==> src/datapathPkg.sv <==
package datapathPkg;

	localparam int wordWidth = 32;
	localparam int regCount = 16;

	// bus and register word
	typedef logic [wordWidth-1:0] wordT;

	// full multiplier product
	typedef logic [2*wordWidth-1:0] dwordT;

	// general register number
	typedef logic [$clog2(regCount)-1:0] regIndexT;

endpackage

==> src/isaPkg.sv <==
package isaPkg;

	localparam int instrWidth = 32;
	localparam int opcodeWidth = 5;
	localparam int regFieldWidth = 4;
	localparam int constWidth = 18;
	// R-format pads below rc, I-format has one spare bit above the constant
	localparam int rUnusedWidth = instrWidth - opcodeWidth - 3 * regFieldWidth;
	localparam int iSpareWidth = instrWidth - opcodeWidth - 2 * regFieldWidth - constWidth;

	// opcode numbering follows the full instruction set, so there are gaps
	typedef enum logic [opcodeWidth-1:0] {
		opAdd  = 5'b00011,
		opSub  = 5'b00100,
		opShr  = 5'b00101,
		opShl  = 5'b00110,
		opRor  = 5'b00111,
		opRol  = 5'b01000,
		opAnd  = 5'b01001,
		opOr   = 5'b01010,
		opAddi = 5'b01011,
		opMul  = 5'b01110,
		opNeg  = 5'b10000,
		opNot  = 5'b10001
	} opcodeT;

	typedef struct packed {
		opcodeT opcode;
		logic [regFieldWidth-1:0] ra;
		logic [regFieldWidth-1:0] rb;
		logic [regFieldWidth-1:0] rc;
		logic [rUnusedWidth-1:0] unused;
	} rFormatT;

	typedef struct packed {
		opcodeT opcode;
		logic [regFieldWidth-1:0] ra;
		logic [regFieldWidth-1:0] rb;
		logic [iSpareWidth-1:0] spare;
		logic [constWidth-1:0] constant;
	} iFormatT;

	// one IR word, read either as three registers or as register plus constant
	typedef union packed {
		rFormatT rFmt;
		iFormatT iFmt;
	} instrWordT;

endpackage

==> src/aluUnit.sv <==
`timescale 1ns/1ns

module aluUnit
	import datapathPkg::*;
	import isaPkg::*;
(
	input logic clock,
	input logic rstN,
	input instrWordT irWord,
	input wordT busValue,
	input logic yIn,
	input logic zIn,
	input logic hiIn,
	input logic loIn,
	output wordT zHighWord,
	output wordT zLowWord,
	output wordT hiWord,
	output wordT loWord
);

	wordT yReg;
	wordT lowResult;
	logic [4:0] shiftAmount;
	dwordT product;
	dwordT aluResult;

	assign shiftAmount = busValue[4:0];

	// low 64 bits of the sign-extended operands give the signed product
	assign product = {{wordWidth{yReg[wordWidth-1]}}, yReg} *
		{{wordWidth{busValue[wordWidth-1]}}, busValue};

	// A is Y, B is the bus; neg and not act on B alone
	always_comb begin
		case (irWord.rFmt.opcode)
			opAdd, opAddi: lowResult = yReg + busValue;
			opSub: lowResult = yReg - busValue;
			opAnd: lowResult = yReg & busValue;
			opOr: lowResult = yReg | busValue;
			opShl: lowResult = yReg << shiftAmount;
			// logical shift, zero fill
			opShr: lowResult = yReg >> shiftAmount;
			opRol: lowResult = (yReg << shiftAmount) | (yReg >> (6'd32 - shiftAmount));
			opRor: lowResult = (yReg >> shiftAmount) | (yReg << (6'd32 - shiftAmount));
			opNeg: lowResult = -busValue;
			opNot: lowResult = ~busValue;
			default: lowResult = '0;
		endcase
	end

	assign aluResult = (irWord.rFmt.opcode == opMul) ? product :
		{{wordWidth{lowResult[wordWidth-1]}}, lowResult};

	always_ff @(posedge clock) begin
		if (!rstN) begin
			yReg <= '0;
			zHighWord <= '0;
			zLowWord <= '0;
			hiWord <= '0;
			loWord <= '0;
		end else begin
			if (yIn) begin
				yReg <= busValue;
			end
			// both halves of Z load together
			if (zIn) begin
				{zHighWord, zLowWord} <= aluResult;
			end
			if (hiIn) begin
				hiWord <= busValue;
			end
			if (loIn) begin
				loWord <= busValue;
			end
		end
	end

	assert property (@(posedge clock) disable iff (!rstN)
		zIn |-> irWord.rFmt.opcode inside {opAdd, opSub, opAnd, opOr, opShl, opShr,
			opRol, opRor, opNeg, opNot, opMul, opAddi})
	else
		$error("aluUnit: Z loaded under an undefined opcode");

endmodule

==> config.mk <==
export PLATFORM = sky130hd
export DESIGN_NAME = aluUnit
export DESIGN_NICKNAME = d
export VERILOG_FILES = /design/src/datapathPkg.sv /design/src/isaPkg.sv /design/src/aluUnit.sv
export SDC_FILE = /design/constraint.sdc
export NUM_CORES = 2
export LEC_CHECK = 0
export BUFFER_PORTS_ARGS = -buffer_cell sky130_fd_sc_hd__buf_2
export CAP_MARGIN = 20
export CORE_ASPECT_RATIO = 2
export CORE_UTILIZATION = 30
export CTS_CLUSTER_SIZE = 24
export DETAILED_ROUTE_END_ITERATION = 10
export GPL_TIMING_DRIVEN = 0
export MAX_ROUTING_LAYER = met4
export REMOVE_ABC_BUFFERS = 1
export SETUP_SLACK_MARGIN = 0.4
export SYNTH_ARGS = -nofsm -noshare
export SYNTH_HDL_FRONTEND = slang
export SYNTH_SLANG_ARGS = --single-unit
==> constraint.sdc <==
create_clock -name clock -period 12.6 [get_ports clock]
set_clock_uncertainty 0.05 [all_clocks]
set_input_delay 2.52 -clock clock [delete_from_list [all_inputs] [get_ports clock]]
set_output_delay 2.52 -clock clock [all_outputs]
set_load 0.01 [all_outputs]
* Yosys cells after proc, flatten, opt, wreduce, memory -nomap -nowiden *
Cells that the tools add are included.

storage, ports and cells
  bits in registers = 160
  input port bits = 70

operators by class
  $add $sub $neg = 4
  multipliers = 1
  equality and inequality tests = 12
  shifts and indexed selects = 4
  mux-type cells = 2
  bitwise operators = 5
  reductions and logical operators = 1

operator list
  kind                                                                   number
  32-bit one-hot mux with 10 select lines                                1
  32-bit OR                                                              3
  32-bit by 32-bit multiplier with 64-bit output                         1
  64-bit two-way mux                                                     1
  32-bit adder                                                           1
  32-bit AND                                                             1
  32-bit negation                                                        1
  32-bit inverter                                                        1
  32-bit by 5-bit left shift with 32-bit output                          1
  32-bit by 6-bit left shift with 32-bit output                          1
  32-bit by 5-bit >> shifter with 32-bit output                          1
  32-bit by 6-bit >> shifter with 32-bit output                          1
  32-bit subtractor                                                      1
  5-bit by 4-bit equality test with 1-bit output, second input constant  5
  5-bit by 3-bit equality test with 1-bit output, second input constant  4
  5-bit equality test, second input constant                             2
  6-bit by 5-bit subtractor with 6-bit output, first input constant      1
  5-bit by 2-bit equality test with 1-bit output, second input constant  1
  2-bit OR reduction                                                     1

* Longest topological paths before layout *
  depth in word-level cells = 5
  mapped depth = 33

* Worst setup path after synthesis *
Ideal clock, no wire load.

  kind = input to register
  from = in busValue[2]
  to = reg zHighWord[30]
  data arrival time = 11.115 ns
  data required time = 12.471 ns
  slack = 1.357 ns
  cell stages on the path = 27
  path buffers = 6
  cell sequence = buf_4 > buf_2 > buf_1 > clkbuf_1 > clkbuf_1 > buf_1 > nand2_1 > inv_1 > fa_1 > fa_1 > fa_1 > fa_1 > fa_1 > fa_1 > fa_1 > fa_1 > ha_1 > a21oi_1 > o21ai_1 > a2111oi_0 > a2bb2oi_1 > o21ai_0 > a2111oi_0 > o41ai_1 > and3_1 > or3b_2 > o211ai_1

on the way
  word-level cells in the longest chain between the ends = 5
  elaborated cells between the ends (all ways) = 13
  classes of those cells = add/sub (4); mul (1); shift (4); mux (2); bitwise (2)

RTL lines
  what                                                                                    RTL line       source
  start, declared                                                                         aluUnit.sv:10  input wordT busValue,
  branches (longest 4 deep; another with 32-bit by 32-bit multiplier with 64-bit output)  n/a
  64-bit two-way mux (*)                                                                  aluUnit.sv:51  assign aluResult = (irWord.rFmt.opcode == opMul) ? product :
  end signal, assigned                                                                    aluUnit.sv:67  {zHighWord, zLowWord} <= aluResult;
  end, declared                                                                           aluUnit.sv:15  output wordT zHighWord,

Mark *: on every way between the ends.
A chain may end at the register's enable or synchronous reset.

* Worst setup path in the final report *
  from = in busValue[4]
  to = reg zHighWord[30]

The elaborated chain is that of the path after synthesis.

==> flow_metrics.tcl <==
set metrics [dict create \
    crit_type "input pin to register" \
    timing.rr.start "yReg[6]" \
    drtPass1Iterations 6 \
    synth-adder-area-share_pct 48.7 \
    whs_path_depth 2 \
    synth_top_family_by_area "adder cells" \
    finalHoldViolCount 0 \
    io_pins 198 \
    ys_ff_latch 160 \
    dpl.hpwl_mm 204 \
    clk_pin_slew_ns 0.11 \
    ys_warn_count 0 \
    critPathArrivalTime_ns 12.68 \
    gp_congestion 1.02 \
    synth_xor_area_share_pct 2.03 \
    synth_compound_area_share_pct 11.6 \
    async_reset_ff_share_pct 0 \
    grt_setup_unrepaired "yes" \
    start_kind "input pin" \
    tightest_slew_ns 1.23 \
    grt_use_total_pct 30.9 \
    synth_area_per_cell_um2 8.41 \
    grt_busiest_layer "met2" \
    rows 215 \
    synth_sequential_area_ratio_pct 6.18 \
    min_path_type "register to register" \
    drv_cap 0 \
    post_cts_buffers 0 \
    initial_utilization_pct 30.2 \
    grt_use_met2_pct 52.1 \
    synth_top_cell_area_share_pct 41.9 \
    antenna_found_initial 19 \
    synth_area_leader_cell "fa_1" \
    synthesis.area_um2 51800 \
    critPathSlowestCell "fa_2" \
    initialDrtViolationCount 3391 \
    holdCritStartpoint "zLowWord[8]" \
    synthTopCellsByCount "fa_1 (1084), inv_1 (1006), nor2_1 (769)" \
    cp_max_fo 59 \
    drv_slew 0 \
    cts.sinks 160 \
    clock_latency_ns 0.58 \
    setup_viol 0 \
    wl_per_cell_um 30.5 \
    max_stage_delay_ns 0.83 \
    grt_pass1_wl_mm 365 \
    yosysMostFrequentCell "fa_1" \
    io_buffers 170 \
    ys_types 86 \
    syn_to_final_growth_pct 10.8 \
    cts_made_buffers 25 \
    synthCells 6158 \
    worstReg2RegEnd "zHighWord[26]" \
    tns_ns 0 \
    run_status "finished clean" \
    coreArea_um2 171000 \
    ctsLongestPathBuffers 3 \
    htreeDepth 4 \
    drc 0 \
    die-area_um2 174000 \
    antenna_left 0 \
    r2r_slack_ns 2.01 \
    synth_mux_area_share_pct 5.97 \
    synth_area_leaders "fa_1 (42%), inv_1 (7.3%), ha_1 (6.8%)" \
    max-slew-margin-rel_pct 17.5 \
    yosys.area_share.simple_pct 15.1 \
    fillers 17900 \
    crit_required_ns 13.06 \
    worst-path-buf-inv 4 \
    cp-end-kind "register" \
    synth-edff-count 0 \
    met3_usage_pct 4.68 \
    r2r_cells 24 \
    fmax_mhz 81.9 \
    cts_hold_buf 0 \
    worstPathCellList "buf_4 > buf_16 > clkinv_4 > nor2_4 > fa_1 > fa_1 > fa_2 > fa_1 > fa_1 > fa_1 > fa_1 > fa_1 > ha_1 > a21oi_1 > o21ai_1 > a2111oi_0 > a2bb2oi_1 > o21ai_0 > a2111oi_1 > o41ai_1 > buf_2 > and3_1 > or3b_2 > o211ai_1" \
    synth_ff_type "dfxtp_1" \
    wl_mm 256 \
    period_share_pct 97.0 \
    grt_max_degree 111 \
    avgViaCountPerCell 5.54 \
    nets 7507 \
    fp.dieW_um 296 \
    min_period_ns 12.22 \
    final_util_pct 33.5 \
    cp_top_family "adder cells" \
    min_delay_worst_endpoint "zLowWord[8]" \
    grt_pass1_vias 49700 \
    grt_util_met1_pct 29.3 \
    drive_gt1_share_pct 7.92 \
    crit_top_cell "fa_1" \
    root_buffer "clkbuf_16" \
    cts_tree "yes" \
    die_h_um 590 \
    overflow 0 \
    via_count 46400 \
]
flip-flops by register name, indices dropped and copies added (netlist names):
register,count
hiWord,32
zHighWord,32
zLowWord,32
loWord,32
yReg,32
final cells by class:
class / instances / area (um^2) / share of cell area, %
diodes: 21 / 52.6 / 0.0916
clock buffers: 31 / 698 / 1.22
clock inverters: 2 / 38.8 / 0.0676
inverters: 1035 / 3900 / 6.80
multi-input cells: 4564 / 43400 / 75.5
flip-flops and latches: 160 / 3240 / 5.65
well taps: 2278 / 2850 / 4.97
repair buffers: 285 / 3250 / 5.66
cell families after synthesis:
logic type	count (synthesis)
AO/OA/AOI/OAI	949
XOR/XNOR	120
adder cells (fa/ha/maj)	1366
buffers and inverters	1434
flip-flops	160
multiplexers	261
AND/OR/NAND/NOR	1868
metal layers:
layer / part of all wire [%] / up-vias
met5: 0 / -
met4: 12 / 0
met3: 5.6 / 1030
met2: 51 / 2319
met1: 31 / 23800
li1: - / 19200
worst max-delay path by stage:
stage	slack [ns]	endpoint	cells after the start	from
2_1_floorplan	2.36	zHighWord[30]	21	busValue[4]
3_3_place_gp	-5.10	zHighWord[22]	12	busValue[0]
3_5_place_dp	-1.12	zHighWord[30]	24	busValue[4]
4_1_cts	0.43	zHighWord[30]	23	busValue[7]
5_1_grt	0.31	zHighWord[30]	24	busValue[4]
6_report	0.38	zHighWord[30]	24	busValue[4]
timing repair:
| action | in CTS | in global routing |
|---|---|---|
| endpoints found under the hold margin | 0 | 0 |
| gates resized for setup | 6 | 4 |
| endpoints found under the setup margin | 12 | 4 |
cell usage in the layout, fill, tap and decap left out, types with 31 or more instances in the layout:
cell type	instances
a31oi_1	34
nand3_1	42
a21o_1	59
a21oi_1	267
a211oi_1	49
buf_2	164
nor2b_1	113
o21ai_0	242
inv_1	1001
fa_1	1082
xor2_1	37
buf_16	50
mux2i_1	201
nor3_1	51
nor2_1	765
dfxtp_1	129
mux4_2	36
o211ai_1	39
ha_1	281
nand2_1	758
dfxtp_2	31
xnor2_1	74
per-stage QoR:
stage               setup WS [ns]  hold WS (ns)  instances  area, um^2
floorplan                    2.36         0.483       5759       50300
global placement            -5.10         0.432       8207       54000
detailed placement          -1.12         0.437       8314       56400
CTS                         0.429         0.459       8347       57100
global route                0.308         0.489       8372       57400
finish                      0.384         0.452       8376       57400
worst min-delay path, delay by kind of cell, from the launching register on:
family	cells	cell delay [ns]
flops	1	0.33
simple gates	1	0.07
compound gates	1	0.07
Power is left out: the tool's default activity adds up to more than one toggle a clock period on the data nets, which glitch-free logic cannot reach.
