<file path="src/datapathPkg.sv">
package datapathPkg;

	localparam int wordWidth = 32;
	localparam int regCount = 16;

	// bus and register word
	typedef logic [wordWidth-1:0] wordT;

	// full multiplier product
	typedef logic [2*wordWidth-1:0] dwordT;

	// general register number
	typedef logic [$clog2(regCount)-1:0] regIndexT;

endpackage

</file>
<file path="src/isaPkg.sv">
package isaPkg;

	localparam int instrWidth = 32;
	localparam int opcodeWidth = 5;
	localparam int regFieldWidth = 4;
	localparam int constWidth = 18;
	// R-format pads below rc, I-format has one spare bit above the constant
	localparam int rUnusedWidth = instrWidth - opcodeWidth - 3 * regFieldWidth;
	localparam int iSpareWidth = instrWidth - opcodeWidth - 2 * regFieldWidth - constWidth;

	// opcode numbering follows the full instruction set, so there are gaps
	typedef enum logic [opcodeWidth-1:0] {
		opAdd  = 5'b00011,
		opSub  = 5'b00100,
		opShr  = 5'b00101,
		opShl  = 5'b00110,
		opRor  = 5'b00111,
		opRol  = 5'b01000,
		opAnd  = 5'b01001,
		opOr   = 5'b01010,
		opAddi = 5'b01011,
		opMul  = 5'b01110,
		opNeg  = 5'b10000,
		opNot  = 5'b10001
	} opcodeT;

	typedef struct packed {
		opcodeT opcode;
		logic [regFieldWidth-1:0] ra;
		logic [regFieldWidth-1:0] rb;
		logic [regFieldWidth-1:0] rc;
		logic [rUnusedWidth-1:0] unused;
	} rFormatT;

	typedef struct packed {
		opcodeT opcode;
		logic [regFieldWidth-1:0] ra;
		logic [regFieldWidth-1:0] rb;
		logic [iSpareWidth-1:0] spare;
		logic [constWidth-1:0] constant;
	} iFormatT;

	// one IR word, read either as three registers or as register plus constant
	typedef union packed {
		rFormatT rFmt;
		iFormatT iFmt;
	} instrWordT;

endpackage

</file>
<file path="src/addressRegs.sv">
`timescale 1ns/1ns

module addressRegs
	import datapathPkg::*;
	import isaPkg::*;
#(
	parameter wordT resetPc = '0
) (
	input logic clock,
	input logic rstN,
	input wordT busValue,
	input logic pcIn,
	input logic incPc,
	input logic irIn,
	input logic marIn,
	output wordT pcWord,
	output instrWordT irWord,
	output wordT marValue
);

	always_ff @(posedge clock) begin
		if (!rstN) begin
			pcWord <= resetPc;
			irWord <= '0;
			marValue <= '0;
		end else begin
			// jump target from the bus, otherwise step by one
			if (pcIn) begin
				pcWord <= busValue;
			end else if (incPc) begin
				pcWord <= pcWord + 1'b1;
			end
			if (irIn) begin
				irWord <= busValue;
			end
			if (marIn) begin
				marValue <= busValue;
			end
		end
	end

	assert property (@(posedge clock) disable iff (!rstN) !(pcIn && incPc))
	else
		$error("addressRegs: PC load and increment in the same step");

endmodule

</file>
<file path="config.mk">
export PLATFORM = sky130hd
export DESIGN_NAME = addressRegs
export DESIGN_NICKNAME = d
export VERILOG_FILES = /design/src/datapathPkg.sv /design/src/isaPkg.sv /design/src/addressRegs.sv
export SDC_FILE = /design/constraint.sdc
export NUM_CORES = 1
export LEC_CHECK = 0
export BUFFER_PORTS_ARGS = -buffer_cell sky130_fd_sc_hd__buf_4
export CAP_MARGIN = 5
export CORE_MARGIN = 8
export CORE_UTILIZATION = 50
export DETAILED_ROUTE_END_ITERATION = 8
export PLACE_DENSITY = 0.8
export SLEW_MARGIN = 20
export SYNTH_ARGS = -nofsm -noshare
export SYNTH_HDL_FRONTEND = slang
export SYNTH_SLANG_ARGS = --single-unit
</file>
<file path="constraint.sdc">
create_clock -name clock -period 2.4 [get_ports clock]
set_input_delay 0.36 -clock clock [delete_from_list [all_inputs] [get_ports clock]]
set_output_delay 0.36 -clock clock [all_outputs]
set_load 0.02 [all_outputs]
</file>
======== Word level (Yosys, flattened, before mapping) ========
Index checks and enable logic that the tools add are counted.
cells by class
  $add $sub $neg .......................... 1
  mux-type cells .......................... 2
  reductions and logical operators ........ 1
operator list
  cell                     count
  $mux W32                 2
  $add A32 B1 Y32 const B  1
  $reduce_bool A2 Y1       1
storage, ports and cells
  register bits ........................... 96
  input port bits ......................... 38
  output and inout bits ................... 96
  logic and storage cells ................. 7

======== Depth between registers and ports, before layout ========
Gate-level depths: netlist of the first run.
  word-level depth ........................ 3
  depth in mapped cells ................... 7
  gate-level depth less buffers ........... 6

======== Worst setup path before layout of the first run ========
No wires, ideal clock.
  kind .................................... register -> register
  start ................................... register pcWord[2]
  end ..................................... register pcWord[24]
  library setup time ...................... 0.074 ns
  arrival ................................. 1.985 ns
  data required time ...................... 2.326 ns
  path slack .............................. 0.341 ns
  cell stages (with the launch flop) ...... 7
  buffers on the path ..................... 1
  clock period less this slack ............ 2.059 ns
  cells stage by stage .................... dfxtp_1 and4_1 buf_4 nand4_2 or3_4 or4_1 a31oi_1
on the way
  cells in the longest elaborated chain, start to end .. 3
RTL lines
  item                    line               source
  start, declared         addressRegs.sv:16  output wordT pcWord,
  start signal, assigned  addressRegs.sv:23  pcWord <= resetPc;
  start signal, assigned  addressRegs.sv:29  pcWord <= busValue;
  start signal, assigned  addressRegs.sv:31  pcWord <= pcWord + 1'b1;
  $add A32 B1 Y32         addressRegs.sv:31
  $mux W32                addressRegs.sv:30  end else if (incPc) begin
  $mux W32                addressRegs.sv:28  if (pcIn) begin
No other way between the ends. The select of a mux whose other input is x is not followed.
A chain may end at the register's enable or synchronous reset.

======== Final worst setup path of the first run ========
Ends and elaborated chain as after synthesis.

==> results of run 1 <==
[logic make-up (layout without fill, tap and decap cells)]
logic type	count (synthesis)	count (layout)
simple gates	140	140
flops	96	96
mux	65	65
compound gates	55	55
buf+inv	34	156
xor+xnor	30	30
fa+ha+maj	1	1
[sequential cells by signal, indices dropped and copies added, names as in the netlist]
register,flops
irWord,32
marValue,32
pcWord,32
[final cells by class]
type | instances | area (sq um) | share of cell area
Timing Repair Buffer | 136 | 1030 | 0.198
Clock buffer | 10 | 138 | 0.0264
Sequential cell | 96 | 1920 | 0.368
Tap cell | 102 | 128 | 0.0245
Multi-Input combinational cell | 291 | 1890 | 0.362
Clock inverter | 6 | 90.1 | 0.0173
Inverter | 4 | 15.0 | 0.00288
[power by group]
group	switching, mW	total (mW)	internal [mW]
sequential	0.0837	1.78	1.69
clock	0.567	1.19	0.619
combinational	0.345	0.612	0.267
[synth_stat cells, drive strengths merged (2+ instances only)]
cell / n / area, sq um
a21oi: 23 / 115
and2: 2 / 12.5
dfxtp: 96 / 1920
nor4: 4 / 25.0
clkbuf: 15 / 56.3
o21ai: 20 / 100
buf: 15 / 61.3
a211oi: 7 / 52.6
xnor2: 11 / 96.3
o22ai: 2 / 12.5
nand2: 12 / 45.0
nor3: 6 / 30.0
and3: 3 / 18.8
or4: 4 / 30.0
o31ai: 2 / 15.0
xor2: 19 / 166
nand3: 12 / 60.1
and4: 3 / 26.3
mux2i: 65 / 651
nor3b: 2 / 15.0
inv: 4 / 15.0
nand4: 13 / 93.8
nor2: 77 / 289
[routing by layer]
metal  up-vias  track usage  wire length, microns
li1       1690            -                     -
met1      1623        0.246                  5020
met2       124        0.305                  5070
met3        17       0.0608                   828
met4         0       0.0765                   201
met5         -            0                     0
[stage by stage]
step	std cells	hold WS [ns]	instance area (sq um)	power, mW
final	645	0.261	5220	3.57
after global routing	645	0.263	5220	3.71
after floorplan	421	0.492	3950	2.13
after detailed placement	629	0.485	4990	2.43
after CTS	645	0.253	5220	3.60
after global placement	629	0.475	4990	2.41
[how the worst max path moves through the flow]
stage	endpoint	slack, ns
2_1_floorplan	pcWord[24]	0.34
3_3_place_gp	pcWord[24]	0.39
3_5_place_dp	pcWord[24]	0.28
4_1_cts	pcWord[24]	0.25
5_1_grt	pcWord[24]	0.17
6_report	pcWord[24]	0.26
[critical path: stages (launching register included)]
cell and delay [ns]:
dfxtp_1 0.43, and4_1 0.35, nand4_2 0.17, or3_4 0.43
or4_1 0.51, a31oi_1 0.18
==> impl_metrics.csv, run 1 <==
group,metric,value,unit
yosys,synth-compound-area-share,0.0764,
clocking,cts.htree.levels,3,
cells_and_area,n_antenna_cell,0,
status,outcome,"finished clean",
yosys,ys_seq_elements,96,
setup_path,ff2ff_path_depth,5,
sta,timing.fmax,467,MHz
clocking,cts.clk_slew.worst_paths,0.09,ns
setup_path,worstPathRequired,2.68,ns
floorplanning,rows,32,
yosys,synth_xor_area_frac,0.0666,
sta,drv_slew,0,
setup_path,cp_max_fo,7,
cells_and_area,nets,577,
global_routing,grt_usage,0.195,
global_routing,grt_max_degree,71,
power_and_ir_drop,p_leak,2.37,nW
clocking,post-cts-setup-buffers,0,
clocking,cts_buffer_depth,2,
clocking,cts_buffers,9,
floorplanning,dieWidth,105,microns
job,max_cap_violations,0,
yosys,yosys.area_share.simple,0.168,
setup_path,regToRegSetupSlack,0.26,ns
worst_hold_path,hold_path_end,"pcWord[30]",
cells_and_area,final_util,0.679,
clocking,cts_sinks,96,
power_and_ir_drop,peakVddDrop,0.456,mV
yosys,synth_cell_type_count,30,
routing,ant_nets,0,
sta,min_period,2.14,ns
sta,finalSetupTns,0,ns
global_routing,antenna_found_initial,0,
yosys,synthAdderAreaFrac,0.00317,
routing,first_iter_violations,160,
clocking,cts_resized,0,
clocking,clockRootBuffer,"clkbuf_8",
clocking,cts_tree,"built",
cells_and_area,drive_gt1_frac,0.287,
clocking,clock_latency,0.36,ns
sta,rsz0062_at_grt,"no",
sta,hold_viol_final,0,
sta,setup_viol,0,
floorplanning,initial_core_util,0.513,
yosys,ys_async_sr_fraction,0,
sta,period_share,0.892,
setup_path,worstPathArrival,2.42,ns
yosys,synth_seq_area_share,0.487,
routing,num_vias,3454,
setup_path,startpoint,"pcWord[2]",
worst_hold_path,hold_path_class,"input pin to flop",
floorplanning,pin_count,134,
routing,wire_per_inst,17.3,microns
place,pre_cts_slack,0.279,ns
cells_and_area,layout_commonest_cell,"buf_4",
routing,post_drt_via_cell_ratio,5.36,
yosys,synth_edf_count,0,
cells_and_area,final_cell_mix,"buf_4 (135), dfxtp_1 (96), nor2_1 (77)",
yosys,avgSynthCellArea,9.37,sq um
place,port_buffers,133,
floorplanning,die_h,105,microns
yosys,syn_nets,460,
global_routing,grt.overflow.total,0,
yosys,synth_cells,421,
global_routing,grt_pass1_vias,3379,
setup_path,reg2reg_from,"pcWord[2]",
place,dpl.hpwl,8350,microns
floorplanning,coreArea,7690,sq um
power_and_ir_drop,powerDensity,685,nW/um^2
yosys,synth-main-ff-cell,"dfxtp_1",
setup_path,worstSetupPathType,"flop to flop",
clocking,postCtsHoldBufs,0,
yosys,synthMuxAreaShare,0.165,
setup_path,worst_setup_path_end_kind,"flop",
place,place_congestion,0.832,
sta,slew_headroom,0.588,
yosys,ys.warnings.count,0,
floorplanning,dieArea,11000,sq um
routing,first_pass_iters,4,
sta,finClkSkew,0.00661,ns
setup_path,reg2reg_to,"pcWord[24]",
yosys,syn_area,3950,sq um
setup_path,startpoint_type,"flop",
sta,tightest_slew,0.613,ns
yosys,synth_top_family_by_area,"simple AND/OR/NAND/NOR gates",
sta,setup_ws,0.258,ns
routing,drc,0,
worst_hold_path,whs_path_depth,3,
global_routing,grt_pass1_wl,17500,microns
cells_and_area,area_growth,32.2,%
routing,wl,11100,microns
worst_hold_path,min_from,"busValue[30]",
cells_and_area,fill_cells,636,
Power figures use the tool's default switching activity.
==> run 2: changes to the inputs <==
Settings changed: ABC_AREA set to 1, CORE_UTILIZATION 50 to 51.
==> run 2 against run 1 <==
Sequential power is essentially flat; critical path depth increased by 4; combinational power up 5.6%; cell area is 7.1% higher; via count rose by 35%; synthesized area rose by 10%; cell count increased by 31%; hold slack got worse by 0.018 ns; critical path type unchanged; largest power group unchanged.
==> impl_metrics.csv, run 2 <==
group,metric,value,unit
yosys,syn_area,4340,sq um
yosys,synth_edf_count,0,
setup_path,critPathTopFamily,"simple AND/OR/NAND/NOR gates",
sta,setup_viol,0,
yosys,synth_cells,617,
yosys,synth_top_area_frac,0.443,
yosys,ys.warnings.count,0,
routing,drc,0,
sta,hold_viol_final,0,
cells_and_area,multi_input_area,2170,sq um
clocking,cts_sinks,96,
place,dp_cells,830,
clocking,cts_tree,"built",
setup_path,worst-path-buf-inv,0,
cells_and_area,seqCellArea,1920,sq um
yosys,syn_nets,656,
power_and_ir_drop,powerDensity,633,nW/um^2
setup_path,regToRegSetupSlack,0.81,ns
clocking,postCtsHoldBufs,0,
cells_and_area,layout_commonest_cell,"nor2_1",
sta,drv_slew,0,
global_routing,grt_max_degree,39,
power_and_ir_drop,p_leak,2.50,nW
global_routing,grt_pass1_wl,22500,microns
setup_path,cp_max_fo,5,
yosys,yosysMostFrequentCell,"nor2_1",
clocking,clockRootBuffer,"clkbuf_8",
power_and_ir_drop,clkPwrFrac,0.311,
clocking,cts_resized,0,
routing,num_vias,4646,
sta,rsz0062_at_grt,"no",
cells_and_area,fill_cells,726,
global_routing,grt_pass1_vias,4534,
floorplanning,die_h,108,microns
power_and_ir_drop,netSwitchingFraction,0.302,
setup_path,worst_path_most_repeated_cell,"nand2_1",
cells_and_area,n_antenna_cell,0,
setup_path,startpoint,"pcWord[0]",
sta,min_period,1.59,ns
setup_path,reg2reg_from,"pcWord[0]",
cells_and_area,nets,775,
clocking,cts.htree.levels,3,
yosys,yosys.area.top_type,"dfxtp_1",
power_and_ir_drop,p_total,3.54,mW
sta,tightest_slew,0.995,ns
routing,first_pass_iters,4,
clocking,post-cts-setup-buffers,0,
sta,hold_slack,0.242,ns
global_routing,antenna_found_initial,0,
yosys,synth_common_cells,"nor2_1 (161), nand2_1 (105), dfxtp_1 (96)",
setup_path,max_stage_delay,0.42,ns
setup_path,worst_setup_path_end_kind,"flop",
global_routing,grt_usage,0.238,
routing,first_iter_violations,251,
power_and_ir_drop,pwr-share-comb,0.183,
yosys,avgSynthCellArea,7.03,sq um
cells_and_area,largestRegisters,"irWord (32), marValue (32), pcWord (32)",
cells_and_area,fin_cells,846,
floorplanning,dieWidth,108,microns
clocking,clock_latency,0.36,ns
setup_path,slowest_stage,"dfxtp_1",
floorplanning,pin_count,134,
power_and_ir_drop,peakVddDrop,0.408,mV
yosys,synth_seq_area_share,0.443,
routing,ant_nets,0,
yosys,ys_seq_elements,96,
setup_path,startpoint_type,"flop",
setup_path,crit_chain,"ha_1, nand2_1, nor2_4, nand2_4, nor2_4, nand2_1, nand2_1, nand3_1, a21oi_1",
yosys,synth-main-ff-cell,"dfxtp_1",
power_and_ir_drop,switchingPower,1.07,mW
power_and_ir_drop,seqPwrFrac,0.506,
clocking,cts.clk_slew.worst_paths,0.11,ns
yosys,synth_cell_type_count,24,
cells_and_area,drive_gt1_frac,0.239,
setup_path,worstPathArrival,1.86,ns
sta,finClkSkew,0.0190,ns
global_routing,grt.overflow.total,0,
routing,post_drt_via_cell_ratio,5.49,
place,dpl.hpwl,10400,microns
worst_hold_path,hold_path_class,"input pin to flop",
setup_path,ff2ff_path_depth,9,
setup_path,path_depth,9,
setup_path,endpoint,"pcWord[18]",
cells_and_area,area_growth,28.7,%
sta,slew_headroom,0.336,
setup_path,worstSetupPathType,"flop to flop",
place,port_buffers,133,
power_and_ir_drop,internal_power,2.47,mW
floorplanning,initial_core_util,0.528,
setup_path,reg2reg_to,"pcWord[18]",
yosys,ys_async_sr_fraction,0,
setup_path,worstPathRequired,2.68,ns
status,outcome,"finished clean",
sta,period_share,0.661,
clocking,cts_buffers,9,
floorplanning,rows,33,
yosys,synth_area_leaders,"dfxtp_1 (44%), nor2_1 (14%), nand2_1 (9.1%), o21ai_0 (7.6%), nand3_1 (4.2%)",
floorplanning,coreArea,8220,sq um
routing,wire_per_inst,16.7,microns
sta,timing.fmax,630,MHz
routing,wl,14100,microns
worst_hold_path,min_from,"busValue[3]",
sta,finalSetupTns,0,ns
floorplanning,dieArea,11700,sq um
clocking,cts_buffer_depth,2,
job,max_cap_violations,0,
cells_and_area,final_cell_mix,"nor2_1 (161), buf_4 (137), nand2_1 (105)",
place,place_congestion,0.905,
[run 2: how the worst min path moves through the flow]
stage                   end  slack [ns]  depth (start not counted)
2_1_floorplan     irWord[0]        0.49                          2
3_3_place_gp   marValue[12]        0.48                          2
3_5_place_dp   marValue[17]        0.48                          2
4_1_cts           irWord[3]        0.24                          3
5_1_grt          irWord[30]        0.25                          3
6_report          irWord[3]        0.24                          3
[run 2: layout make-up]
cell class | count | share of cell area
Timing Repair Buffer | 137 | 0.184
Clock buffer | 10 | 0.0246
Tap cell | 105 | 0.0235
Sequential cell | 96 | 0.344
Inverter | 34 | 0.0228
Clock inverter | 6 | 0.0116
Multi-Input combinational cell | 458 | 0.389
[run 2: metrics by stage]
stage / setup WS (ns) / area [sq um] / util
after CTS: 0.813 / 5590 / 0.680
after detailed placement: 0.676 / 5380 / 0.655
final: 0.813 / 5590 / 0.680
after global placement: 0.676 / 5380 / 0.655
after floorplan: 0.879 / 4340 / -
after global routing: 0.651 / 5590 / 0.680
[run 2: cells by family (layout without fill, tap and decap cells)]
family,count (synthesis),after routing,synth area share
fa+ha+maj,1,1,0.00288
simple gates,327,327,0.323
compound gates,119,119,0.153
xor+xnor,11,11,0.0222
buf+inv,63,187,0.0562
flops,96,96,0.443
[run 2: layer usage]
metal	GRT usage	share of wire	vias to the layer above
met5	0	0	-
met4	0.0951	0.023	0
met3	0.0619	0.085	27
met2	0.386	0.48	195
met1	0.293	0.41	2196
li1	-	-	2228
[run 2: power by group through the flow]
| stage | clock network [mW] | registers (mW) | logic, mW |
|---|---|---|---|
| finish | 1.10 | 1.79 | 0.646 |
| global route | 1.18 | 1.80 | 0.698 |
| CTS | 1.11 | 1.79 | 0.648 |
| detailed placement | 0 | 1.82 | 0.647 |
| global placement | 0 | 1.82 | 0.633 |
| floorplan | 0 | 1.93 | 0.213 |
[run 2: worst reg2reg max path, delay by kind of cell (launching register included)]
family / cells / cell delay (ns)
AOI/OAI and AO/OA: 1 / 0.16
DFF: 1 / 0.42
and+or+nand+nor: 7 / 0.74
adders and majority gates: 1 / 0.19
