--- src/datapathPkg.sv ---
package datapathPkg;

	localparam int wordWidth = 32;
	localparam int regCount = 16;

	// bus and register word
	typedef logic [wordWidth-1:0] wordT;

	// full multiplier product
	typedef logic [2*wordWidth-1:0] dwordT;

	// general register number
	typedef logic [$clog2(regCount)-1:0] regIndexT;

endpackage

--- src/isaPkg.sv ---
package isaPkg;

	localparam int instrWidth = 32;
	localparam int opcodeWidth = 5;
	localparam int regFieldWidth = 4;
	localparam int constWidth = 18;
	// R-format pads below rc, I-format has one spare bit above the constant
	localparam int rUnusedWidth = instrWidth - opcodeWidth - 3 * regFieldWidth;
	localparam int iSpareWidth = instrWidth - opcodeWidth - 2 * regFieldWidth - constWidth;

	// opcode numbering follows the full instruction set, so there are gaps
	typedef enum logic [opcodeWidth-1:0] {
		opAdd  = 5'b00011,
		opSub  = 5'b00100,
		opShr  = 5'b00101,
		opShl  = 5'b00110,
		opRor  = 5'b00111,
		opRol  = 5'b01000,
		opAnd  = 5'b01001,
		opOr   = 5'b01010,
		opAddi = 5'b01011,
		opMul  = 5'b01110,
		opNeg  = 5'b10000,
		opNot  = 5'b10001
	} opcodeT;

	typedef struct packed {
		opcodeT opcode;
		logic [regFieldWidth-1:0] ra;
		logic [regFieldWidth-1:0] rb;
		logic [regFieldWidth-1:0] rc;
		logic [rUnusedWidth-1:0] unused;
	} rFormatT;

	typedef struct packed {
		opcodeT opcode;
		logic [regFieldWidth-1:0] ra;
		logic [regFieldWidth-1:0] rb;
		logic [iSpareWidth-1:0] spare;
		logic [constWidth-1:0] constant;
	} iFormatT;

	// one IR word, read either as three registers or as register plus constant
	typedef union packed {
		rFormatT rFmt;
		iFormatT iFmt;
	} instrWordT;

endpackage

--- src/busMux.sv ---
`timescale 1ns/1ns

module busMux
	import datapathPkg::*;
	import isaPkg::*;
(
	input wordT regWord,
	input wordT cWord,
	input wordT pcWord,
	input instrWordT irWord,
	input wordT mdrWord,
	input wordT inPortWord,
	input wordT hiWord,
	input wordT loWord,
	input wordT zHighWord,
	input wordT zLowWord,
	input logic rOut,
	input logic cOut,
	input logic pcOut,
	input logic mdrOut,
	input logic inPortOut,
	input logic hiOut,
	input logic loOut,
	input logic zHighOut,
	input logic zLowOut,
	output wordT busValue
);

	// masked OR of all sources, idle bus reads zero
	assign busValue = ({wordWidth{rOut}} & regWord)
		| ({wordWidth{cOut}} & cWord)
		| ({wordWidth{pcOut}} & pcWord)
		| ({wordWidth{mdrOut}} & mdrWord)
		| ({wordWidth{inPortOut}} & inPortWord)
		| ({wordWidth{hiOut}} & hiWord)
		| ({wordWidth{loOut}} & loWord)
		| ({wordWidth{zHighOut}} & zHighWord)
		| ({wordWidth{zLowOut}} & zLowWord);

	// no clock here, so the checks are immediate
	always_comb begin
		assert ($onehot0({rOut, cOut, pcOut, mdrOut, inPortOut, hiOut, loOut,
			zHighOut, zLowOut}))
		else
			$error("busMux: more than one source driving the bus");
		// the constant is only meaningful under the immediate format
		if (cOut) begin
			assert (irWord.iFmt.opcode == opAddi)
			else
				$error("busMux: constant driven without an I-format instruction");
		end
	end

endmodule

--- config.mk ---
export PLATFORM = sky130hd
export DESIGN_NAME = busMux
export DESIGN_NICKNAME = d
export VERILOG_FILES = /design/src/datapathPkg.sv /design/src/isaPkg.sv /design/src/busMux.sv
export SDC_FILE = /design/constraint.sdc
export NUM_CORES = 1
export LEC_CHECK = 0
export BUFFER_PORTS_ARGS = -buffer_cell sky130_fd_sc_hd__clkbuf_2
export CORE_AREA = 2 2 141 143
export DETAILED_ROUTE_END_ITERATION = 10
export DIE_AREA = 0 0 143 145
export PLACE_DENSITY = 0.48
export SLEW_MARGIN = 20
export SYNTH_ARGS = -nofsm -noshare
export SYNTH_HDL_FRONTEND = slang
export SYNTH_SLANG_ARGS = --single-unit
--- constraint.sdc ---
create_clock -name vclk -period 1.4
set_input_delay 0.07 -clock vclk [all_inputs]
set_output_delay 0.07 -clock vclk [all_outputs]
set_load 0.005 [all_outputs]
# ---- Yosys cells after proc, flatten, opt, wreduce, memory -nomap -nowiden
# Cells that the tools add are included.
dict set report op_classes {
  bitwise 17
}
# cell count
set op_table {}
lappend op_table {{AND 32 bit} 9}
lappend op_table {{OR 32 bit} 8}
dict set report word_totals {
  regBits 0
  inputBits 329
  out_inout_bits 32
}

# ---- Depth between registers and ports, before layout
# Gate-level depths: netlist (run 1).
dict set report depth {
  depth_word 9
  depth_mapped 4
  depth_no_buf 3
}

# ---- Worst setup path before layout (run 1)
# OpenSTA, ideal clock, no wires.
dict set report synth_timing {
  path_type {input-to-output}
  from {input port mdrOut}
  to {output port busValue[17]}
  arrival_time_ps 686
  t_required_ps 1330
  path_slack_ps 644
  path_stages 3
  cell_sequence {clkbuf_1 a222oi_1 nand3_1}
}
dict set report synth_via {
  elab_chain_cells 7
}
# element line
set synth_rtl {}
lappend synth_rtl {{from (decl)} busMux.sv:20} ;# input logic mdrOut,
lappend synth_rtl {{AND 32 bit} busMux.sv:33} ;# | ({wordWidth{mdrOut}} & mdrWord)
lappend synth_rtl {{OR 32 bit} busMux.sv:33}
lappend synth_rtl {{OR 32 bit} busMux.sv:34} ;# | ({wordWidth{inPortOut}} & inPortWord)
lappend synth_rtl {{OR 32 bit} busMux.sv:35} ;# | ({wordWidth{hiOut}} & hiWord)
lappend synth_rtl {{OR 32 bit} busMux.sv:36} ;# | ({wordWidth{loOut}} & loWord)
lappend synth_rtl {{OR 32 bit} busMux.sv:37} ;# | ({wordWidth{zHighOut}} & zHighWord)
lappend synth_rtl {{OR 32 bit} busMux.sv:38} ;# | ({wordWidth{zLowOut}} & zLowWord);
lappend synth_rtl {{to (decl)} busMux.sv:26} ;# output wordT busValue
# No other way between the ends.

# ---- Final worst setup path (run 1)
dict set report layout_timing {
  from {input port zHighOut}
  to {output port busValue[28]}
}
dict set report layout_via {
  elab_chain_cells 3
}
# element line
set layout_rtl {}
lappend layout_rtl {{from (decl)} busMux.sv:24} ;# input logic zHighOut,
lappend layout_rtl {{AND 32 bit} busMux.sv:37}
lappend layout_rtl {{OR 32 bit} busMux.sv:37}
lappend layout_rtl {{OR 32 bit} busMux.sv:38}
# No other way between the ends.

==> summary.md, run 1 <==
| Metric | Value |
|---|---|
| Final Worst Setup Slack | `0.154 ns` |
| Place WS | `-0.0310 ns` |
| Routing usage on met3 | `0.0139` |
| Global route total overflow | `0` |
| Slew at the pin closest to its max-slew limit | `0.468 ns` |
| Mapped Area | `1600 um^2` |
| RSZ-0062 raised after global routing | `no` |
| Antenna-violating nets left | `0` |
| I/O Pins | `361` |
| CP Class | `primary input to output port` |
| First-pass GRT wire length | `19000 um` |
| CP endpoint kind | `output port` |
| Syn Inst Count | `187` |
| Initial antenna violation count | `0` |
| Most used routing layer | `met2` |
| Fill count | `2182` |
| ANT cells | `0` |
| CP Launch Type | `primary input` |
| Most frequent cells in the layout | `clkbuf_2 (329), a22oi_1 (32), a222oi_1 (32), a22o_1 (32), nand3_1 (32)` |
| Syn Nets | `516` |
| Worst hold path type | `primary input to output port` |
| Ys Warns | `0` |
| Post-synthesis sequential area ratio | `0` |
| Period Utilization, post-route | `0.890` |
| P&R area growth vs syn | `130%` |
| Hold depth | `4` |
| Tmin final | `1.25 ns` |
| Data arrival time of the worst path | `1.18 ns` |
| Die X | `143 um` |
| Final setup violation count | `0` |
| Worst Path Max Fanout | `17` |
| Seq Cell Count | `0` |
| Leading cell type in the layout, fill and taps excluded | `clkbuf_2` |
| Peak VDD IR | `0.000115 V` |
| Rows | `51` |
| Area of the die | `20700 um^2` |
| Total power | `1.08 mW` |
| Outcome | `complete, no violations` |
| Via count of the first global-routing pass | `3347` |
| Drt total wl | `13500 um` |
| Total track usage | `0.117` |
| Largest net degree at the start of global routing | `33` |
| GR Util met1 | `0.143` |
| Vias per Instance | `4.34` |
| F_max | `802 MHz` |
| Slew Viols, Final | `0` |
| Netlist cell types | `9` |
| Mapped Avg Cell Area | `8.54 um^2` |
| Routed len/inst | `17.3 um` |
| Hold Crit Start | `inPortWord[18]` |
| DR DRC count | `0` |
| Relative slew slack | `0.688` |
| Drt first-iter violations | `298` |
| Final GP Congestion | `0.876` |
| Max Cap Viol | `0` |
| Final hold vios | `0` |
| Detailed placement HPWL | `11200 um` |
| Power density over the cells | `295 nW/um^2` |
| Core ar. | `19200 um^2` |
| Initial Utilization | `0.0832` |
| Seq. cell area | `0 um^2` |
| Share of cells above drive strength 1 | `0.744` |
| Worst Path Required | `1.33 ns` |
| Clock buf count | `0` |
| DR vias | `3371` |
| Hold path endpoint | `busValue[18]` |
| GRT met2 Usage | `0.220` |
| I/O Buffers | `329` |
| DRT Pass-1 Iters | `8` |
| P_leak | `1.91 nW` |
| Final Net Count | `843` |
| Die Height | `145 um` |
[kinds of logic (layout without fill, tap and decap cells)]
logic type,Yosys count,count (layout),synth area share
AOI/OAI and AO/OA,128,128,0.815
and+or+nand+nor,32,32,0.100
buffers and inverters,27,352,0.0846
[what timing repair did]
action	in CTS	in global routing
buffers inserted	0	2
setup endpoints to repair	1	1
hold buffers	0	0
pin swaps	1	1
hold endpoints to repair	0	0
resized for setup	1	3
[cell type report]
cell class	count	area (um^2)	share of cell area
multi-input cells	160	1460	0.397
well taps	265	332	0.0901
repair buffers	352	1890	0.512
[cells in the mapped netlist (all sizes together)]
master | n | area share
a222oi | 32 | 0.20
a221oi | 32 | 0.29
a22oi | 32 | 0.15
a22o | 32 | 0.18
clkbuf | 15 | 0.035
buf | 12 | 0.049
nand3 | 32 | 0.10
[report_power, final]
group / switching (mW) / internal (mW)
Clock: 0 / 0
Sequential: 0 / 0
Combinational: 0.485 / 0.600
[how the worst max path moves through the flow]
stage / startpoint / end / slack (ns)
2_1_floorplan: mdrOut / busValue[17] / 0.64
3_3_place_gp: loOut / busValue[2] / 0.04
3_5_place_dp: loOut / busValue[2] / -0.03
4_1_cts: loOut / busValue[2] / 0.05
5_1_grt: loOut / busValue[2] / 0.03
6_report: zHighOut / busValue[28] / 0.15
[per-stage QoR]
stage / util / instance area, um^2 / hold slack, ns / instances / setup TNS (ns)
3_3_place_gp: 0.190 / 3650 / 0.430 / 775 / 0
2_1_floorplan: - / 1600 / 0.252 / 187 / 0
4_1_cts: 0.190 / 3650 / 0.435 / 775 / 0
5_1_grt: 0.192 / 3680 / 0.456 / 777 / 0
6_report: 0.192 / 3680 / 0.433 / 777 / 0
3_5_place_dp: 0.190 / 3650 / 0.435 / 775 / -0.0310
[layer usage]
| metal | share of wire | vias up |
|---|---|---|
| li1 | - | 1574 |
| met1 | 0.41 | 1575 |
| met2 | 0.51 | 206 |
| met3 | 0.067 | 16 |
| met4 | 0.014 | 0 |
| met5 | 0 | - |
[worst max-delay path: stages]
cell and delay (ns):
clkbuf_2 0.16, buf_4 0.26, a22o_1 0.24, a221oi_2 0.18, nand3_1 0.13, clkbuf_2 0.14
Note: power is estimated with default switching activity, not from simulation.
==> inputs of run 2 (changes only) <==
--- a/config.mk
+++ b/config.mk
@@ -6,10 +6,12 @@
 export NUM_CORES = 1
 export LEC_CHECK = 0
 export BUFFER_PORTS_ARGS = -buffer_cell sky130_fd_sc_hd__clkbuf_2
-export CORE_AREA = 2 2 141 143
+export CELL_PAD_IN_SITES_DETAIL_PLACEMENT = 0
+export CELL_PAD_IN_SITES_GLOBAL_PLACEMENT = 2
+export CORE_AREA = 2 2 142 144
 export DETAILED_ROUTE_END_ITERATION = 10
-export DIE_AREA = 0 0 143 145
-export PLACE_DENSITY = 0.48
+export DIE_AREA = 0 0 144 146
+export PLACE_DENSITY = 0.93
 export SLEW_MARGIN = 20
 export SYNTH_ARGS = -nofsm -noshare
 export SYNTH_HDL_FRONTEND = slang
==> constraint.sdc (replaced) <==
create_clock -name vclk -period 1.1
set_input_delay 0.055 -clock vclk [all_inputs]
set_output_delay 0.055 -clock vclk [all_outputs]
set_load 0.005 [all_outputs]
==> run 2 against run 1 <==
Against the previous run: the flow now finishes with violations (negative setup slack); critical path depth is 1 higher; worst setup slack worse by 0.23 ns; count of clock-buffer cells in the layout stayed put; core utilization is 2.5 points higher; cell count is 3.0% higher; first-iteration DRC count is 43% higher; die area is 1.4% higher; flip-flop and latch count stayed put; design area is 14% higher; critical path type unchanged; global-route usage is 1.5 points higher; worst hold slack worse by 0.032 ns; sequential share of layout area stayed put.
==> summary.md, run 2 (synthesis gave the netlist of run 1 again) <==
| Metric | Value |
|---|---|
| DR vias | `3597 (was 3371)` |
| I/O Pins | `361 (unchanged)` |
| Tmin final | `1.17 ns` |
| Global route total overflow | `0 (unchanged)` |
| Core ar. | `19300 um^2 (was 19200 um^2)` |
| Detailed placement HPWL | `12900 um (was 11200 um)` |
| Power density over the cells | `398 nW/um^2 (was 295 nW/um^2)` |
| Slew Viols, Final | `0 (unchanged)` |
| Worst Path Max Fanout | `8 (was 17)` |
| Relative slew slack | `0.725 (was 0.688)` |
| Max Cap Viol | `0 (unchanged)` |
| Crit path largest cell delay | `0.21 ns (was 0.26 ns)` |
| Highest routed layer | `met5 (was met4)` |
| F_max | `853 MHz` |
| Share of cells above drive strength 1 | `0.764 (was 0.744)` |
| I/O Buffers | `329 (unchanged)` |
| Antenna-violating nets left | `0 (unchanged)` |
| Setup TNS | `-0.443 ns (was 0 ns)` |
| CP Class | `primary input to output port (unchanged)` |
| Place WS | `-0.283 ns (was -0.0310 ns)` |
| Area of the die | `21000 um^2 (was 20700 um^2)` |
| Cts hold-fix bufs | `0 (unchanged)` |
| Largest net degree at the start of global routing | `33 (unchanged)` |
| Final setup violation count | `16 (was 0)` |
| Leading cell type in the layout, fill and taps excluded | `clkbuf_2 (unchanged)` |
| Final hold vios | `0 (unchanged)` |
| Outcome | `complete, but fails checks (was complete, no violations)` |
| Seq. cell area | `0 um^2 (unchanged)` |
| Hold Crit Start | `inPortWord[7] (was inPortWord[18])` |
| CP max stage cell | `a22o_1 (was buf_4)` |
| Worst Path Required | `1.04 ns (was 1.33 ns)` |
| DRT Pass-1 Iters | `7 (was 8)` |
| Peak VDD IR | `0.000161 V (was 0.000115 V)` |
| Final GP Congestion | `0.867 (was 0.876)` |
| Placed Cells | `776 (was 775)` |
| Worst path cell trace | `clkbuf_16 -> buf_12 -> buf_8 -> a22o_1 -> a221oi_2 -> nand3_1 -> clkbuf_2 (was clkbuf_2 -> buf_4 -> a22o_1 -> a221oi_2 -> nand3_1 -> clkbuf_2)` |
| Slew at the pin closest to its max-slew limit | `0.412 ns (was 0.468 ns)` |
| Switching power | `0.731 mW (was 0.485 mW)` |
| Initial Utilization | `0.0826 (was 0.0832)` |
| Combinational share of power | `1.000 (about the same)` |
| Routed len/inst | `19.9 um (was 17.3 um)` |
| RSZ-0062 raised after global routing | `yes (was no)` |
| Final Net Count | `865 (was 843)` |
| Most frequent cells in the layout | `clkbuf_2 (322), a22oi_1 (32), a222oi_1 (32) (was clkbuf_2 (329), a22oi_1 (32), a222oi_1 (32), a22o_1 (32), nand3_1 (32))` |
| Clock power share | `0 (about the same)` |
| Clock buf count | `0 (unchanged)` |
| Routed wl met3 | `1570 um (was 906 um)` |
| Die Height | `146 um (was 145 um)` |
| Data arrival time of the worst path | `1.12 ns (was 1.18 ns)` |
| Final Worst Setup Slack | `-0.0727 ns (was 0.154 ns)` |
| Die X | `144 um (was 143 um)` |
| P_leak | `2.13 nW (was 1.91 nW)` |
| Worst hold path type | `primary input to output port (unchanged)` |
| Total power | `1.67 mW (was 1.08 mW)` |
| Seq Cell Count | `0 (unchanged)` |
| Drt first-iter violations | `426 (was 298)` |
| Total track usage | `0.132 (was 0.117)` |
| First-pass GRT wire length | `20900 um (was 19000 um)` |
| WL met1 | `6420 um (was 5530 um)` |
| Non-Filler Instances | `800 (was 777)` |
| Vias per Instance | `4.50 (was 4.34)` |
| Seq pwr share | `0 (about the same)` |
| Int Power | `0.938 mW (was 0.600 mW)` |
| CP endpoint kind | `output port (unchanged)` |
| DR DRC count | `0 (unchanged)` |
| Period Utilization, post-route | `1.07` |
| Initial antenna violation count | `2 (was 0)` |
| CP Launch Type | `primary input (unchanged)` |
| Failing checks | `negative setup slack` |
| Drt total wl | `15900 um (was 13500 um)` |
| Setup crit start | `rOut (was zHighOut)` |
| Via count of the first global-routing pass | `3476 (was 3347)` |
| Rows | `51 (unchanged)` |
| Net Sw Frac | `0.438 (was 0.447)` |
| P&R area growth vs syn | `163% (was 130%)` |
| Met2 wire len | `7570 um (was 6850 um)` |
## run 2: repair_timing
action                                  in CTS  in global routing
gates cloned                                 2                  1
pin swaps                                   24                 21
gates resized for setup                     23                  7
endpoints found under the hold margin        0                  0
endpoints found under the setup margin      18                 26
setup buffers                               14                  6
## run 2: layout make-up
| cell class | instances | area, um^2 |
|---|---|---|
| fill | 2166 | 15100 |
| tap | 265 | 332 |
| antenna | 1 | 2.50 |
| multi-input combinational | 160 | 1530 |
| timing repair buffer | 374 | 2330 |
## run 2: worst paths after layout
kind	end	slack (ns)	cells after the start
max	busValue[24]	-0.07	7
min	busValue[7]	0.40	4
## run 2: critical path: cells and delay by family
family | cells | cell delay, ns
AND/OR/NAND/NOR | 1 | 0.12
buffers and inverters | 4 | 0.52
AO/OA/AOI/OAI | 2 | 0.41
## run 2: stage by stage
| step | util | hold slack (ns) | cell area (um^2) |
|---|---|---|---|
| detailed placement | 0.195 | 0.401 | 3770 |
| finish | 0.217 | 0.401 | 4200 |
| global placement | 0.195 | 0.399 | 3770 |
| global route | 0.217 | 0.423 | 4200 |
| CTS | 0.210 | 0.401 | 4070 |
| floorplan | - | 0.222 | 1600 |
## run 2: routing by layer
metal	vias up	track usage
met3	26	0.0244
met5	-	0
met1	1675	0.168
li1	1622	-
met4	2	0.0270
met2	272	0.231
## run 2: power groups by stage
stage                     logic [mW]  clock network, mW  registers (mW)
after global routing            1.79        0.000000122               0
after floorplan                0.541                  0               0
after CTS                       1.61                  0               0
final                           1.67        0.000000122               0
after global placement          1.46                  0               0
after detailed placement        1.47                  0               0
